===== src/verilog/pcs_tx_pkg.sv =====
// block bit 0 goes out first (sync header in bits [1:0]); lane count fixed at four by the AM table
`default_nettype none

package pcs_tx_pkg;

    localparam int N_LANES    = 4;
    localparam int NB_BLOCK   = 66;
    localparam int NB_PAYLOAD = 64;

    localparam logic [1:0] SH_DATA = 2'b01;
    localparam logic [1:0] SH_CTRL = 2'b10;

    // 64b/66b block-type bytes
    localparam logic [7:0] BT_IDLE   = 8'h1E;
    localparam logic [7:0] BT_START0 = 8'h78;
    localparam logic [7:0] BT_TERM0  = 8'h87;
    localparam logic [7:0] BT_TERM1  = 8'h99;
    localparam logic [7:0] BT_TERM2  = 8'hAA;
    localparam logic [7:0] BT_TERM3  = 8'hB4;
    localparam logic [7:0] BT_TERM4  = 8'hCC;
    localparam logic [7:0] BT_TERM5  = 8'hD2;
    localparam logic [7:0] BT_TERM6  = 8'hE1;
    localparam logic [7:0] BT_TERM7  = 8'hFF;

    // XGMII control characters
    localparam logic [7:0] XG_IDLE  = 8'h07;
    localparam logic [7:0] XG_START = 8'hFB;
    localparam logic [7:0] XG_TERM  = 8'hFD;
    localparam logic [7:0] XG_ERROR = 8'hFE;

    localparam logic [6:0] CODE_ERROR = 7'h1E;

    // M2 M1 M0 per lane, M0 in the low byte, lane 0 last
    localparam logic [N_LANES-1:0][2:0][7:0] AM_TABLE = {
        {8'h3D, 8'h79, 8'hA2},
        {8'h9B, 8'h65, 8'hC5},
        {8'hE6, 8'hC4, 8'hF0},
        {8'h47, 8'h76, 8'h90}
    };

    // payload as eight bytes, or as block type plus 56 bits of codes and data
    typedef union packed {
        logic [7:0][7:0] bytes;
        struct packed {
            logic [55:0] payload;
            logic [7:0]  btype;
        } ctl;
    } pcs_payload_u;

endpackage

`default_nettype wire

===== src/verilog/pcs_tx_top.sv =====
// source must honor credits; a popped word reaches o_block three cycles later, output never stalls
`timescale 1ns/100ps
`default_nettype none

module pcs_tx_top
#(
    parameter int FIFO_DEPTH = 8,
    parameter int AM_PERIOD  = 16383
)
(
    input  wire                                     i_clock,
    input  wire                                     i_rst_n,
    input  wire                                     i_xg_valid,
    input  wire  [pcs_tx_pkg::NB_PAYLOAD-1:0]       i_xg_data,
    input  wire  [7:0]                              i_xg_ctrl,
    output wire                                     o_credit,
    output wire                                     o_block_valid,
    output wire  [pcs_tx_pkg::NB_BLOCK-1:0]         o_block,
    output wire  [$clog2(pcs_tx_pkg::N_LANES)-1:0]  o_lane,
    output wire                                     o_am
);

    import pcs_tx_pkg::*;

    wire                  f_valid;
    wire [NB_PAYLOAD-1:0] f_data;
    wire [7:0]            f_ctrl;
    wire                  pull;
    wire                  e_valid;
    wire [NB_BLOCK-1:0]   e_block;
    wire                  s_valid;
    wire [NB_BLOCK-1:0]   s_block;

    pcs_tx_credit_fifo
    #(
        .FIFO_DEPTH (FIFO_DEPTH)
    )
    u_fifo
    (
        .i_clock     (i_clock),
        .i_rst_n     (i_rst_n),
        .i_push      (i_xg_valid),
        .i_push_data (i_xg_data),
        .i_push_ctrl (i_xg_ctrl),
        .i_pop       (pull),
        .o_valid     (f_valid),
        .o_data      (f_data),
        .o_ctrl      (f_ctrl),
        .o_credit    (o_credit)
    );

    pcs_tx_encoder u_encoder
    (
        .i_clock (i_clock),
        .i_rst_n (i_rst_n),
        .i_valid (f_valid),
        .i_data  (f_data),
        .i_ctrl  (f_ctrl),
        .o_valid (e_valid),
        .o_block (e_block)
    );

    pcs_tx_scrambler u_scrambler
    (
        .i_clock (i_clock),
        .i_rst_n (i_rst_n),
        .i_valid (e_valid),
        .i_block (e_block),
        .o_valid (s_valid),
        .o_block (s_block)
    );

    pcs_tx_lane_dist
    #(
        .AM_PERIOD (AM_PERIOD)
    )
    u_lane_dist
    (
        .i_clock       (i_clock),
        .i_rst_n       (i_rst_n),
        .i_valid       (s_valid),
        .i_block       (s_block),
        .o_pull        (pull),
        .o_block_valid (o_block_valid),
        .o_block       (o_block),
        .o_lane        (o_lane),
        .o_am          (o_am)
    );

endmodule

`default_nettype wire


===== src/verilog/pcs_tx_lane_dist.sv =====
// three stages sit between o_pull and o_block; no block may arrive during a marker cycle
`timescale 1ns/100ps
`default_nettype none

module pcs_tx_lane_dist
#(
    parameter int AM_PERIOD = 16383
)
(
    input  wire                                     i_clock,
    input  wire                                     i_rst_n,
    input  wire                                     i_valid,
    input  wire  [pcs_tx_pkg::NB_BLOCK-1:0]         i_block,
    output logic                                    o_pull,
    output logic                                    o_block_valid,
    output logic [pcs_tx_pkg::NB_BLOCK-1:0]         o_block,
    output logic [$clog2(pcs_tx_pkg::N_LANES)-1:0]  o_lane,
    output logic                                    o_am
);

    import pcs_tx_pkg::*;

    localparam int LANE_W  = $clog2(N_LANES);
    localparam int N_PHASE = N_LANES * (AM_PERIOD + 1);
    localparam int PHASE_W = $clog2(N_PHASE);

    // phase of the output cycle three ahead, markers at phases below N_LANES
    logic [PHASE_W-1:0]  phase;
    logic                phase_am;
    // marker flag and lane for output two and one cycles ahead
    logic                am_p2;
    logic [LANE_W-1:0]   am_lane_p2;
    logic                am_p1;
    logic [LANE_W-1:0]   am_lane_p1;
    logic [LANE_W-1:0]   lane_ptr;
    logic [7:0]          bip [N_LANES];
    pcs_payload_u        in_pay;
    pcs_payload_u        am_pay;
    logic [7:0]          in_fold;
    logic [NB_BLOCK-1:0] blk_nxt;
    logic [LANE_W-1:0]   lane_nxt;

    assign phase_am = (phase < PHASE_W'(N_LANES));
    assign o_pull   = !phase_am;

    // reset state lines up lanes 0 and 1 of the first group
    always_ff @(posedge i_clock)
    begin
        if (!i_rst_n)
        begin
            phase      <= PHASE_W'(2);
            am_p2      <= 1'b1;
            am_lane_p2 <= LANE_W'(1);
            am_p1      <= 1'b1;
            am_lane_p1 <= LANE_W'(0);
        end
        else
        begin
            phase      <= (phase == PHASE_W'(N_PHASE - 1)) ? '0 : phase + 1'b1;
            am_p2      <= phase_am;
            am_lane_p2 <= phase[LANE_W-1:0];
            am_p1      <= am_p2;
            am_lane_p1 <= am_lane_p2;
        end
    end

    // bit-interleaved parity, byte-wise fold of the payload
    assign in_pay = i_block[NB_BLOCK-1:2];

    always_comb
    begin
        in_fold = 8'h00;
        for (int i = 0; i < 8; i++)
            in_fold = in_fold ^ in_pay.bytes[i];
    end

    always_comb
    begin
        am_pay.bytes[0] = AM_TABLE[am_lane_p1][0];
        am_pay.bytes[1] = AM_TABLE[am_lane_p1][1];
        am_pay.bytes[2] = AM_TABLE[am_lane_p1][2];
        am_pay.bytes[3] = bip[am_lane_p1];
        am_pay.bytes[4] = ~AM_TABLE[am_lane_p1][0];
        am_pay.bytes[5] = ~AM_TABLE[am_lane_p1][1];
        am_pay.bytes[6] = ~AM_TABLE[am_lane_p1][2];
        am_pay.bytes[7] = ~bip[am_lane_p1];
    end

    assign blk_nxt  = am_p1 ? {am_pay, SH_CTRL} : i_block;
    assign lane_nxt = am_p1 ? am_lane_p1 : lane_ptr;

    always_ff @(posedge i_clock)
    begin
        if (!i_rst_n)
        begin
            o_block_valid <= 1'b0;
            o_am          <= 1'b0;
            lane_ptr      <= '0;
            for (int l = 0; l < N_LANES; l++)
                bip[l] <= 8'h00;
        end
        else
        begin
            o_block_valid <= am_p1 || i_valid;
            o_am          <= am_p1;
            if (am_p1)
            begin
                // round-robin restarts after the group
                lane_ptr        <= '0;
                bip[am_lane_p1] <= 8'h00;
            end
            else if (i_valid)
            begin
                lane_ptr      <= lane_ptr + 1'b1;
                bip[lane_ptr] <= bip[lane_ptr] ^ in_fold;
            end
        end
    end

    always_ff @(posedge i_clock)
    begin
        o_block <= blk_nxt;
        o_lane  <= lane_nxt;
    end

endmodule

`default_nettype wire


===== src/verilog/pcs_tx_scrambler.sv =====
// scrambler state starts at zero after reset and only moves on valid blocks
`timescale 1ns/100ps
`default_nettype none

module pcs_tx_scrambler
(
    input  wire                              i_clock,
    input  wire                              i_rst_n,
    input  wire                              i_valid,
    input  wire  [pcs_tx_pkg::NB_BLOCK-1:0]  i_block,
    output logic                             o_valid,
    output logic [pcs_tx_pkg::NB_BLOCK-1:0]  o_block
);

    import pcs_tx_pkg::*;

    localparam int NB_STATE = 58;

    // bit 0 holds the most recent scrambled bit
    logic [NB_STATE-1:0]   state;
    logic [NB_STATE-1:0]   state_walk;
    logic [NB_PAYLOAD-1:0] scr;

    always_comb
    begin
        state_walk = state;
        for (int i = 0; i < NB_PAYLOAD; i++)
        begin
            // taps 39 and 58 bits back, x^58 + x^39 + 1
            scr[i]     = i_block[i + 2] ^ state_walk[38] ^ state_walk[57];
            state_walk = {state_walk[NB_STATE-2:0], scr[i]};
        end
    end

    always_ff @(posedge i_clock)
    begin
        if (!i_rst_n)
        begin
            state   <= '0;
            o_valid <= 1'b0;
        end
        else
        begin
            o_valid <= i_valid;
            if (i_valid)
                state <= state_walk;
        end
    end

    // sync header left as is
    always_ff @(posedge i_clock)
    begin
        if (i_valid)
            o_block <= {scr, i_block[1:0]};
    end

endmodule

`default_nettype wire


===== src/verilog/pcs_tx_encoder.sv =====
// terminate needs data below byte k and idles above it; any other control mix becomes an error block
`timescale 1ns/100ps
`default_nettype none

module pcs_tx_encoder
(
    input  wire                                i_clock,
    input  wire                                i_rst_n,
    input  wire                                i_valid,
    input  wire  [pcs_tx_pkg::NB_PAYLOAD-1:0]  i_data,
    input  wire  [7:0]                         i_ctrl,
    output logic                               o_valid,
    output logic [pcs_tx_pkg::NB_BLOCK-1:0]    o_block
);

    import pcs_tx_pkg::*;

    pcs_payload_u in_pay;
    pcs_payload_u out_pay;
    logic [1:0]   sh_nxt;
    logic [7:0]   idle_b;
    logic         term_hit;
    logic [2:0]   term_k;
    logic [7:0]   term_bt;

    assign in_pay = i_data;

    // per-lane control character flags
    always_comb
    begin
        for (int i = 0; i < 8; i++)
        begin
            idle_b[i] = i_ctrl[i] && (in_pay.bytes[i] == XG_IDLE);
        end
    end

    // find terminate position k
    always_comb
    begin
        term_hit = 1'b0;
        term_k   = 3'd0;
        for (int k = 0; k < 8; k++)
        begin
            if ((i_ctrl == (8'hFF << k)) && (in_pay.bytes[k] == XG_TERM) &&
                ((idle_b >> (k + 1)) == (8'hFF >> (k + 1))))
            begin
                term_hit = 1'b1;
                term_k   = 3'(k);
            end
        end
    end

    always_comb
    begin
        case (term_k)
            3'd0:    term_bt = BT_TERM0;
            3'd1:    term_bt = BT_TERM1;
            3'd2:    term_bt = BT_TERM2;
            3'd3:    term_bt = BT_TERM3;
            3'd4:    term_bt = BT_TERM4;
            3'd5:    term_bt = BT_TERM5;
            3'd6:    term_bt = BT_TERM6;
            default: term_bt = BT_TERM7;
        endcase
    end

    always_comb
    begin
        // error block unless one of the legal kinds matches
        sh_nxt              = SH_CTRL;
        out_pay.ctl.btype   = BT_IDLE;
        out_pay.ctl.payload = {8{CODE_ERROR}};
        if (i_ctrl == 8'h00)
        begin
            sh_nxt  = SH_DATA;
            out_pay = in_pay;
        end
        else if (idle_b == 8'hFF)
            out_pay.ctl.payload = '0;
        else if ((i_ctrl == 8'h01) && (in_pay.bytes[0] == XG_START))
        begin
            out_pay.ctl.btype   = BT_START0;
            out_pay.ctl.payload = in_pay.ctl.payload;
        end
        else if (term_hit)
        begin
            // k data bytes, zeros above
            out_pay.ctl.btype   = term_bt;
            out_pay.ctl.payload = in_pay.bytes[6:0] & ~({56{1'b1}} << (8 * term_k));
        end
    end

    always_ff @(posedge i_clock)
    begin
        if (!i_rst_n)
            o_valid <= 1'b0;
        else
            o_valid <= i_valid;
    end

    always_ff @(posedge i_clock)
    begin
        if (i_valid)
            o_block <= {out_pay, sh_nxt};
    end

endmodule

`default_nettype wire


===== src/verilog/pcs_tx_credit_fifo.sv =====
// o_valid is high only in a cycle where i_pop takes the head word; pushes while full are lost
`timescale 1ns/100ps
`default_nettype none

module pcs_tx_credit_fifo
#(
    parameter int FIFO_DEPTH = 8
)
(
    input  wire                                i_clock,
    input  wire                                i_rst_n,
    input  wire                                i_push,
    input  wire  [pcs_tx_pkg::NB_PAYLOAD-1:0]  i_push_data,
    input  wire  [7:0]                         i_push_ctrl,
    input  wire                                i_pop,
    output logic                               o_valid,
    output logic [pcs_tx_pkg::NB_PAYLOAD-1:0]  o_data,
    output logic [7:0]                         o_ctrl,
    output logic                               o_credit
);

    import pcs_tx_pkg::*;

    localparam int PTR_W = (FIFO_DEPTH > 1) ? $clog2(FIFO_DEPTH) : 1;
    localparam int CNT_W = $clog2(FIFO_DEPTH + 1);

    logic [NB_PAYLOAD-1:0] mem_data [FIFO_DEPTH];
    logic [7:0]            mem_ctrl [FIFO_DEPTH];
    logic [PTR_W-1:0]      wr_ptr;
    logic [PTR_W-1:0]      rd_ptr;
    logic [CNT_W-1:0]      count;
    logic                  empty;
    logic                  full;
    logic                  push_ok;
    logic                  pop_ok;

    function automatic logic [PTR_W-1:0] ptr_inc(input logic [PTR_W-1:0] ptr);
        return (ptr == PTR_W'(FIFO_DEPTH - 1)) ? '0 : ptr + 1'b1;
    endfunction

    assign empty   = (count == '0);
    assign full    = (count == CNT_W'(FIFO_DEPTH));
    assign push_ok = i_push && !full;
    assign pop_ok  = i_pop && !empty;

    // head word handed out in the pop cycle
    assign o_valid = pop_ok;
    assign o_data  = mem_data[rd_ptr];
    assign o_ctrl  = mem_ctrl[rd_ptr];

    always_ff @(posedge i_clock)
    begin
        if (push_ok)
        begin
            mem_data[wr_ptr] <= i_push_data;
            mem_ctrl[wr_ptr] <= i_push_ctrl;
        end
    end

    always_ff @(posedge i_clock)
    begin
        if (!i_rst_n)
        begin
            wr_ptr   <= '0;
            rd_ptr   <= '0;
            count    <= '0;
            o_credit <= 1'b0;
        end
        else
        begin
            if (push_ok)
                wr_ptr <= ptr_inc(wr_ptr);
            if (pop_ok)
                rd_ptr <= ptr_inc(rd_ptr);
            case ({push_ok, pop_ok})
                2'b10:   count <= count + 1'b1;
                2'b01:   count <= count - 1'b1;
                default: count <= count;
            endcase
            // one credit back per word taken
            o_credit <= pop_ok;
        end
    end

endmodule

`default_nettype wire


===== config.mk =====
export PLATFORM = sky130hd
export DESIGN_NAME = pcs_tx_top
export DESIGN_NICKNAME = d
export VERILOG_FILES = /design/src/verilog/pcs_tx_pkg.sv /design/src/verilog/pcs_tx_top.sv /design/src/verilog/pcs_tx_lane_dist.sv /design/src/verilog/pcs_tx_scrambler.sv /design/src/verilog/pcs_tx_encoder.sv /design/src/verilog/pcs_tx_credit_fifo.sv
export SDC_FILE = /design/constraint.sdc
export NUM_CORES = 1
export LEC_CHECK = 0
export BUFFER_PORTS_ARGS = -buffer_cell sky130_fd_sc_hd__buf_2
export CORE_ASPECT_RATIO = 1.25
export CORE_MARGIN = 8
export CORE_UTILIZATION = 58
export CTS_BUF_LIST = sky130_fd_sc_hd__clkbuf_4 sky130_fd_sc_hd__clkbuf_8
export DETAILED_ROUTE_END_ITERATION = 10
export PLACE_DENSITY = 0.79
export REMOVE_ABC_BUFFERS = 1
export SLEW_MARGIN = 25
export SYNTH_ARGS = -nofsm -noshare
export SYNTH_HDL_FRONTEND = slang
export SYNTH_SLANG_ARGS = --single-unit

===== constraint.sdc =====
create_clock -name i_clock -period 8.8 [get_ports i_clock]
set_input_delay 1.76 -clock i_clock [delete_from_list [all_inputs] [get_ports i_clock]]
set_output_delay 1.76 -clock i_clock [all_outputs]
set_load 0.02 [all_outputs]

---- Word-level counts from Yosys, hierarchy flattened ----
Memories as Yosys holds them, arrays and structs flattened. A register that Yosys moved wholly into a read port is not among the register bits.
Cells that the tools add are included.
storage, ports and cells
  register bits ........................... 296
  RAM bits ................................ 608
  word-level logic and storage cells ...... 311
  memories ................................ 3
cells by class
  $add $sub $neg .......................... 6
  $lt $le $gt $ge ......................... 2
  equality and inequality tests ........... 45
  shifts and indexed selects .............. 1
  multiplexer cells ....................... 53
  bitwise operators ....................... 143
  reduce and logical (&&, ||, !) cells .... 38
memory list
  name             depth  width  read ports  clocked after memory_dff  wr ports  line                      source
  u_fifo.mem_data  8      64     1           1                         1         pcs_tx_credit_fifo.sv:27  logic [NB_PAYLOAD-1:0] mem_data [FIFO_DEPTH];
  u_fifo.mem_ctrl  8      8      1           1                         1         pcs_tx_credit_fifo.sv:28  logic [7:0] mem_ctrl [FIFO_DEPTH];
  u_lane_dist.bip  4      8      2           2                         4         pcs_tx_lane_dist.sv:36    logic [7:0] bip [N_LANES];
operators with widths
  kind                                                                    number
  64-bit two-way mux                                                      3
  8-bit equality test (second input constant)                             18
  1-bit bitwise XOR                                                       128
  66-bit two-way mux                                                      1
  8-bit by 3-bit equality test with 1-bit output (second input constant)  8
  8-bit bitwise XOR                                                       8
  56-bit bitwise AND                                                      1
  56-bit two-way mux                                                      1
  56-bit NOT                                                              1
  56-bit by 6-bit left shift with 56-bit output (first input constant)    1
  7-bit one-hot mux with 7 select lines                                   1
  24-bit binary-select mux with 2-bit select                              1
  3-bit two-way mux                                                       12
  8-bit NOT                                                               4
  1-bit logical AND                                                       26
  24-bit two-way mux                                                      1
  8-bit two-way mux                                                       3
  1-bit two-way mux                                                       21
  3-bit equality test (second input constant)                             6
  16-bit by 1-bit adder with 16-bit output (second input constant)        1
  16-bit equality test (second input constant)                            1
  16-bit by 3-bit < comparator with 1-bit output (second input constant)  1
  2-bit two-way mux                                                       8
  8-bit OR reduction                                                      2
  other kinds (23)                                                        30

---- Longest topological paths before layout ----
  depth after elaboration ................. 18
  gate-level depth with buffers ........... 19
  mapped depth without buffers ............ 12

---- By module ----
From an unflattened synthesis, not the netlist that was laid out.
second synthesis, totals
  cells, all modules ...................... 2161
  area total of the unflattened synthesis .. 37604.8 sq um
by module, submodules not included
  module              instances  cells an instance  area an instance (sq um)
  pcs_tx_credit_fifo  1          908                22569.1
  pcs_tx_scrambler    1          405                5944.5
  pcs_tx_lane_dist    1          493                5361.4
  pcs_tx_encoder      1          355                3729.8

---- Least setup slack after synthesis ----
No wires, ideal clock.
  path type ............................... input-to-reg
  start ................................... in i_xg_valid
  end ..................................... mem u_fifo.mem_ctrl[0][0] (enable)
  setup time .............................. 0.680 ns
  arrival time ............................ 8.784 ns
  required time ........................... 8.120 ns
  slack ................................... -0.664 ns
  stages .................................. 2
  buffers on the path ..................... 0
  path through ............................ nand2_1 -> nor4_1
on the way
  word-level cells in the longest chain between the ends .. 3
RTL lines
  item                                     line                      source
  start: declaration                       pcs_tx_top.sv:13          input wire i_xg_valid,
  1-bit logical AND                        pcs_tx_credit_fifo.sv:43  assign push_ok = i_push && !full;
  1-bit two-way mux                        pcs_tx_credit_fifo.sv:53  if (push_ok)
  1-bit two-way mux (not written as such)  pcs_tx_credit_fifo.sv:56  mem_ctrl[wr_ptr] <= i_push_ctrl;
  end: declaration                         pcs_tx_credit_fifo.sv:28
No other way between the ends.

==> metrics.yaml <==
synth:
  yosys.area_share.xor_xnor_pct: 5.00
  dominant_combinational_cell_family_by_area_after_synthesis: "multiplexers"
  synth_compound_gate_area_share_pct: 3.01
  syn_avg_cell_area_sq_um: 16.7
  syn_inst: 2220
  synth_sequential_area_ratio_pct: 69.0
  synth.cell_area_sq_um: 37100
  ys_types: 78
  synth_enable_flop_cells: 740
  synth_fa_ha_area_share_pct: 0.492
  asyncSetResetFlopFracSynth_pct: 0
  synthesized_area_fraction_occupied_by_and_or_nand_nor_cells_pct: 6.24
  dominantRegCellSynth: "edfxtp_1"
  yosys_warnings: 0
  synth.area.mux_share_pct: 13.9
  flops_latches_synth: 909
timing:
  clock_skew_ns: 0.0246
  setup-violations-final: 0
  final_slew_viol_count: 0
  max_slew.worst_pin.slew_ns: 0.961
  grt_setup_unrepaired: "false"
  setup-tns-final_ns: 0
  final.period_utilization_pct: 58.9
  clock.fmax_mhz: 193
  worst_hold_slack_ns: 0.404
  slew_headroom_pct: 34.1
  finalHoldViolations: 0
  period_minus_slack_ns: 5.18
  worst_slack_ns: 3.62
floorplan:
  placementRows: 103
  die_y_um: 299
  core_sq_um: 63300
  die_area_sq_um: 72400
  io_pins: 146
  dieWidth_um: 242
  start_util_pct: 58.7
worst_setup_path:
  cp.required_ns: 9.38
  crit_end: "u_encoder.o_block[23]"
  worst-endpoint-arrival_ns: 5.76
  critPathCaptureType: "flop"
  worst-r2r-setup-slack_ns: 3.62
  regToRegEndpoint: "u_encoder.o_block[23]"
  ff2ff_path_depth: 11
  crit_path_start_kind: "flop"
  worst_setup_path_class: "flop to flop"
  timing.critical_path.fanout_max: 95
clocking:
  max-clock-path-buffers: 3
  tritoncts.num_buffers: 137
  root_buffer: "clkbuf_8"
  clock_sink_count: 909
  ctsHtreeMaxLevel: 4
  clkLatencyLatePin_ns: 0.76
  cts-resized-gates: 0
  ctsHoldBuffers: 0
  postCtsSetupBuffers: 0
  cts.reportedPaths.clkPinSlew_ns: 0.06
  tritoncts: "yes"
placed_design:
  io_buffer_count: 145
  pre_cts_ws_ns: 3.43
  detailedPlacementHpwl_um: 54600
  place_congestion: 0.924
  placedInstanceArea_sq_um: 38600
grt:
  grt_first_pass_wirelength_um: 126000
  first_global_vias: 20800
  globalRoute.totalOverflow: 0
  grt_max_degree: 123
  grtUsageTotal_pct: 22.9
  grt_antenna_before_repair: 10
flow_run:
  drv.max_cap_violation_count: 0
detailed_routing:
  drt_drc_violations_left: 0
  drt_iter0_drc: 1531
  wirelength_um: 83500
  route.detailed.vias_per_inst: 5.90
  drt_pre_antenna_iters: 5
  routedWlPerCell_um: 24.7
  route.vias.total: 20000
  postRouteAntennaNets: 0
hold_path:
  hold_path.class: "flop to flop"
  worst_hold_path_cells: 1
layout:
  fill_cell_instance_count_of_the_final_layout: 4293
  drive_gt1_share_pct: 23.5
  final_nets: 2531
  area_growth_syn_to_layout_pct: 11.4
  finalInstanceArea_sq_um: 41400
pwr:
  pwr_density_cell_nw_per_um2: 230
  peakVddDrop_mv: 0.159
  total_leakage_power_uw: 0.0137
outcome:
  status: "complete, no violations"
-- layer usage --
metal	GRT usage (%)	up-vias	share of wire (%)
met5	0	-	0.081
met1	27.3	10100	38
met4	8.61	10	2.9
met3	5.28	172	6.6
li1	-	8919	-
met2	40.3	775	52
-- power breakdown --
part | total, uW | leakage [uW] | switching [uW] | internal (uW)
sequential | 5010 | 0.00808 | 122 | 4890
clock | 3400 | 0.00144 | 1540 | 1860
combinational | 1100 | 0.00421 | 678 | 419
-- placed cells by master (no fill, tap or decap), drive strengths merged, types with 28 or more instances in the layout --
| cell type | instances |
|---|---|
| mux2i | 124 |
| o21ai | 87 |
| nand3 | 29 |
| and2 | 29 |
| inv | 79 |
| nor2 | 67 |
| edfxtp | 740 |
| nand2 | 93 |
| dfxtp | 169 |
| xnor2 | 176 |
| nor2b | 69 |
| clkbuf | 200 |
| mux4 | 154 |
| buf | 178 |
| nor4 | 31 |
| mux2 | 28 |
| xor2 | 36 |
-- final cells by class --
type                            instances  area, sq um  share of cell area [%]
Sequential cell                       909        25600                    62.0
Multi-Input combinational cell       1143        10700                    25.9
Clock buffer                          200         2440                    5.90
Tap cell                              840         1050                    2.54
Timing Repair Buffer                  178         1010                    2.43
Inverter                               73          274                   0.663
Clock inverter                         37          265                   0.641
Antenna cell                            2         5.00                  0.0121
-- kinds of logic after synthesis --
kind of cell / after synthesis
buffers and inverters: 168
adder cells (fa/ha/maj): 14
XOR/XNOR: 212
multiplexers: 306
AO/OA/AOI/OAI: 182
flip-flops: 909
AND/OR/NAND/NOR: 429
-- Yosys cell counts (all sizes together), types with 3 or more instances --
master | n | area share, %
or3b | 3 | 0.071
and2b | 3 | 0.061
or3 | 7 | 0.12
nand4b | 3 | 0.071
ha | 13 | 0.44
a21o | 3 | 0.064
nor2b | 69 | 1.2
o211ai | 8 | 0.18
a21boi | 6 | 0.12
clkbuf | 38 | 0.41
o21a | 15 | 0.30
edfxtp | 740 | 60
nand4 | 18 | 0.30
nand3b | 5 | 0.10
nor4 | 31 | 0.56
nand2 | 93 | 0.94
or2 | 9 | 0.15
a31oi | 6 | 0.10
nand2b | 21 | 0.35
xor2 | 36 | 0.85
a21oi | 22 | 0.33
mux2i | 124 | 3.4
and3 | 13 | 0.22
a22oi | 5 | 0.10
or4 | 5 | 0.12
and2 | 29 | 0.49
xnor2 | 176 | 4.2
nor3 | 16 | 0.26
inv | 73 | 0.74
nand3 | 29 | 0.39
o22ai | 16 | 0.27
mux2 | 28 | 0.86
buf | 57 | 1.3
dfxtp | 169 | 9.1
o21ai | 87 | 1.2
nor2 | 67 | 0.68
mux4 | 154 | 9.6
-- metrics by stage --
stage / total power [uW] / utilization (%) / cells
CTS: 9590 / 65.3 / 3379
global route: 9860 / 65.3 / 3381
finish: 9510 / 65.4 / 3382
floorplan: 5810 / - / 2125
global placement: 6180 / 61.0 / 3142
detailed placement: 6210 / 61.0 / 3142
-- worst min path at each step --
| stage | slack (ns) | end | startpoint |
|---|---|---|---|
| after floorplan | 0.39 | u_lane_dist.am_p1 | u_lane_dist.am_p2 |
| after global placement | 0.40 | u_lane_dist.am_p1 | u_lane_dist.am_p2 |
| after detailed placement | 0.40 | u_lane_dist.am_p1 | u_lane_dist.am_p2 |
| after CTS | 0.41 | u_lane_dist.am_p1 | u_lane_dist.am_p2 |
| after global routing | 0.44 | u_lane_dist.am_lane_p1[1] | u_lane_dist.am_lane_p2[1] |
| final | 0.40 | u_lane_dist.am_p1 | u_lane_dist.am_p2 |
-- registers in the layout, indices dropped and copies added (netlist names), 2 cells and up, named ones only --
| signal | count |
|---|---|
| u_lane_dist.bip | 32 |
| u_lane_dist.lane_ptr | 2 |
| u_scrambler.o_block | 66 |
| u_fifo.mem_ctrl | 64 |
| u_lane_dist.phase | 16 |
| u_lane_dist.am_lane_p1 | 2 |
| u_lane_dist.o_block | 66 |
| u_fifo.mem_data | 512 |
| u_fifo.rd_ptr | 3 |
| u_encoder.o_block | 66 |
| u_lane_dist.am_lane_p2 | 2 |
| u_lane_dist.o_lane | 2 |
| u_fifo.count | 4 |
| u_fifo.wr_ptr | 3 |
| u_scrambler.state | 58 |
-- worst max-delay path, cell delays in order (launching register included) --
cell and delay (ns):
dfxtp_4 0.77, buf_12 0.56, mux4_2 0.59, mux2i_1 0.77
nand4_1 0.42, o31ai_1 0.20, nand2b_1 0.38, nand2_1 0.31
inv_1 0.14, ha_1 0.26, nand2b_1 0.21, o22ai_1 0.19
No activity file was read; power rests on OpenSTA's default activity.
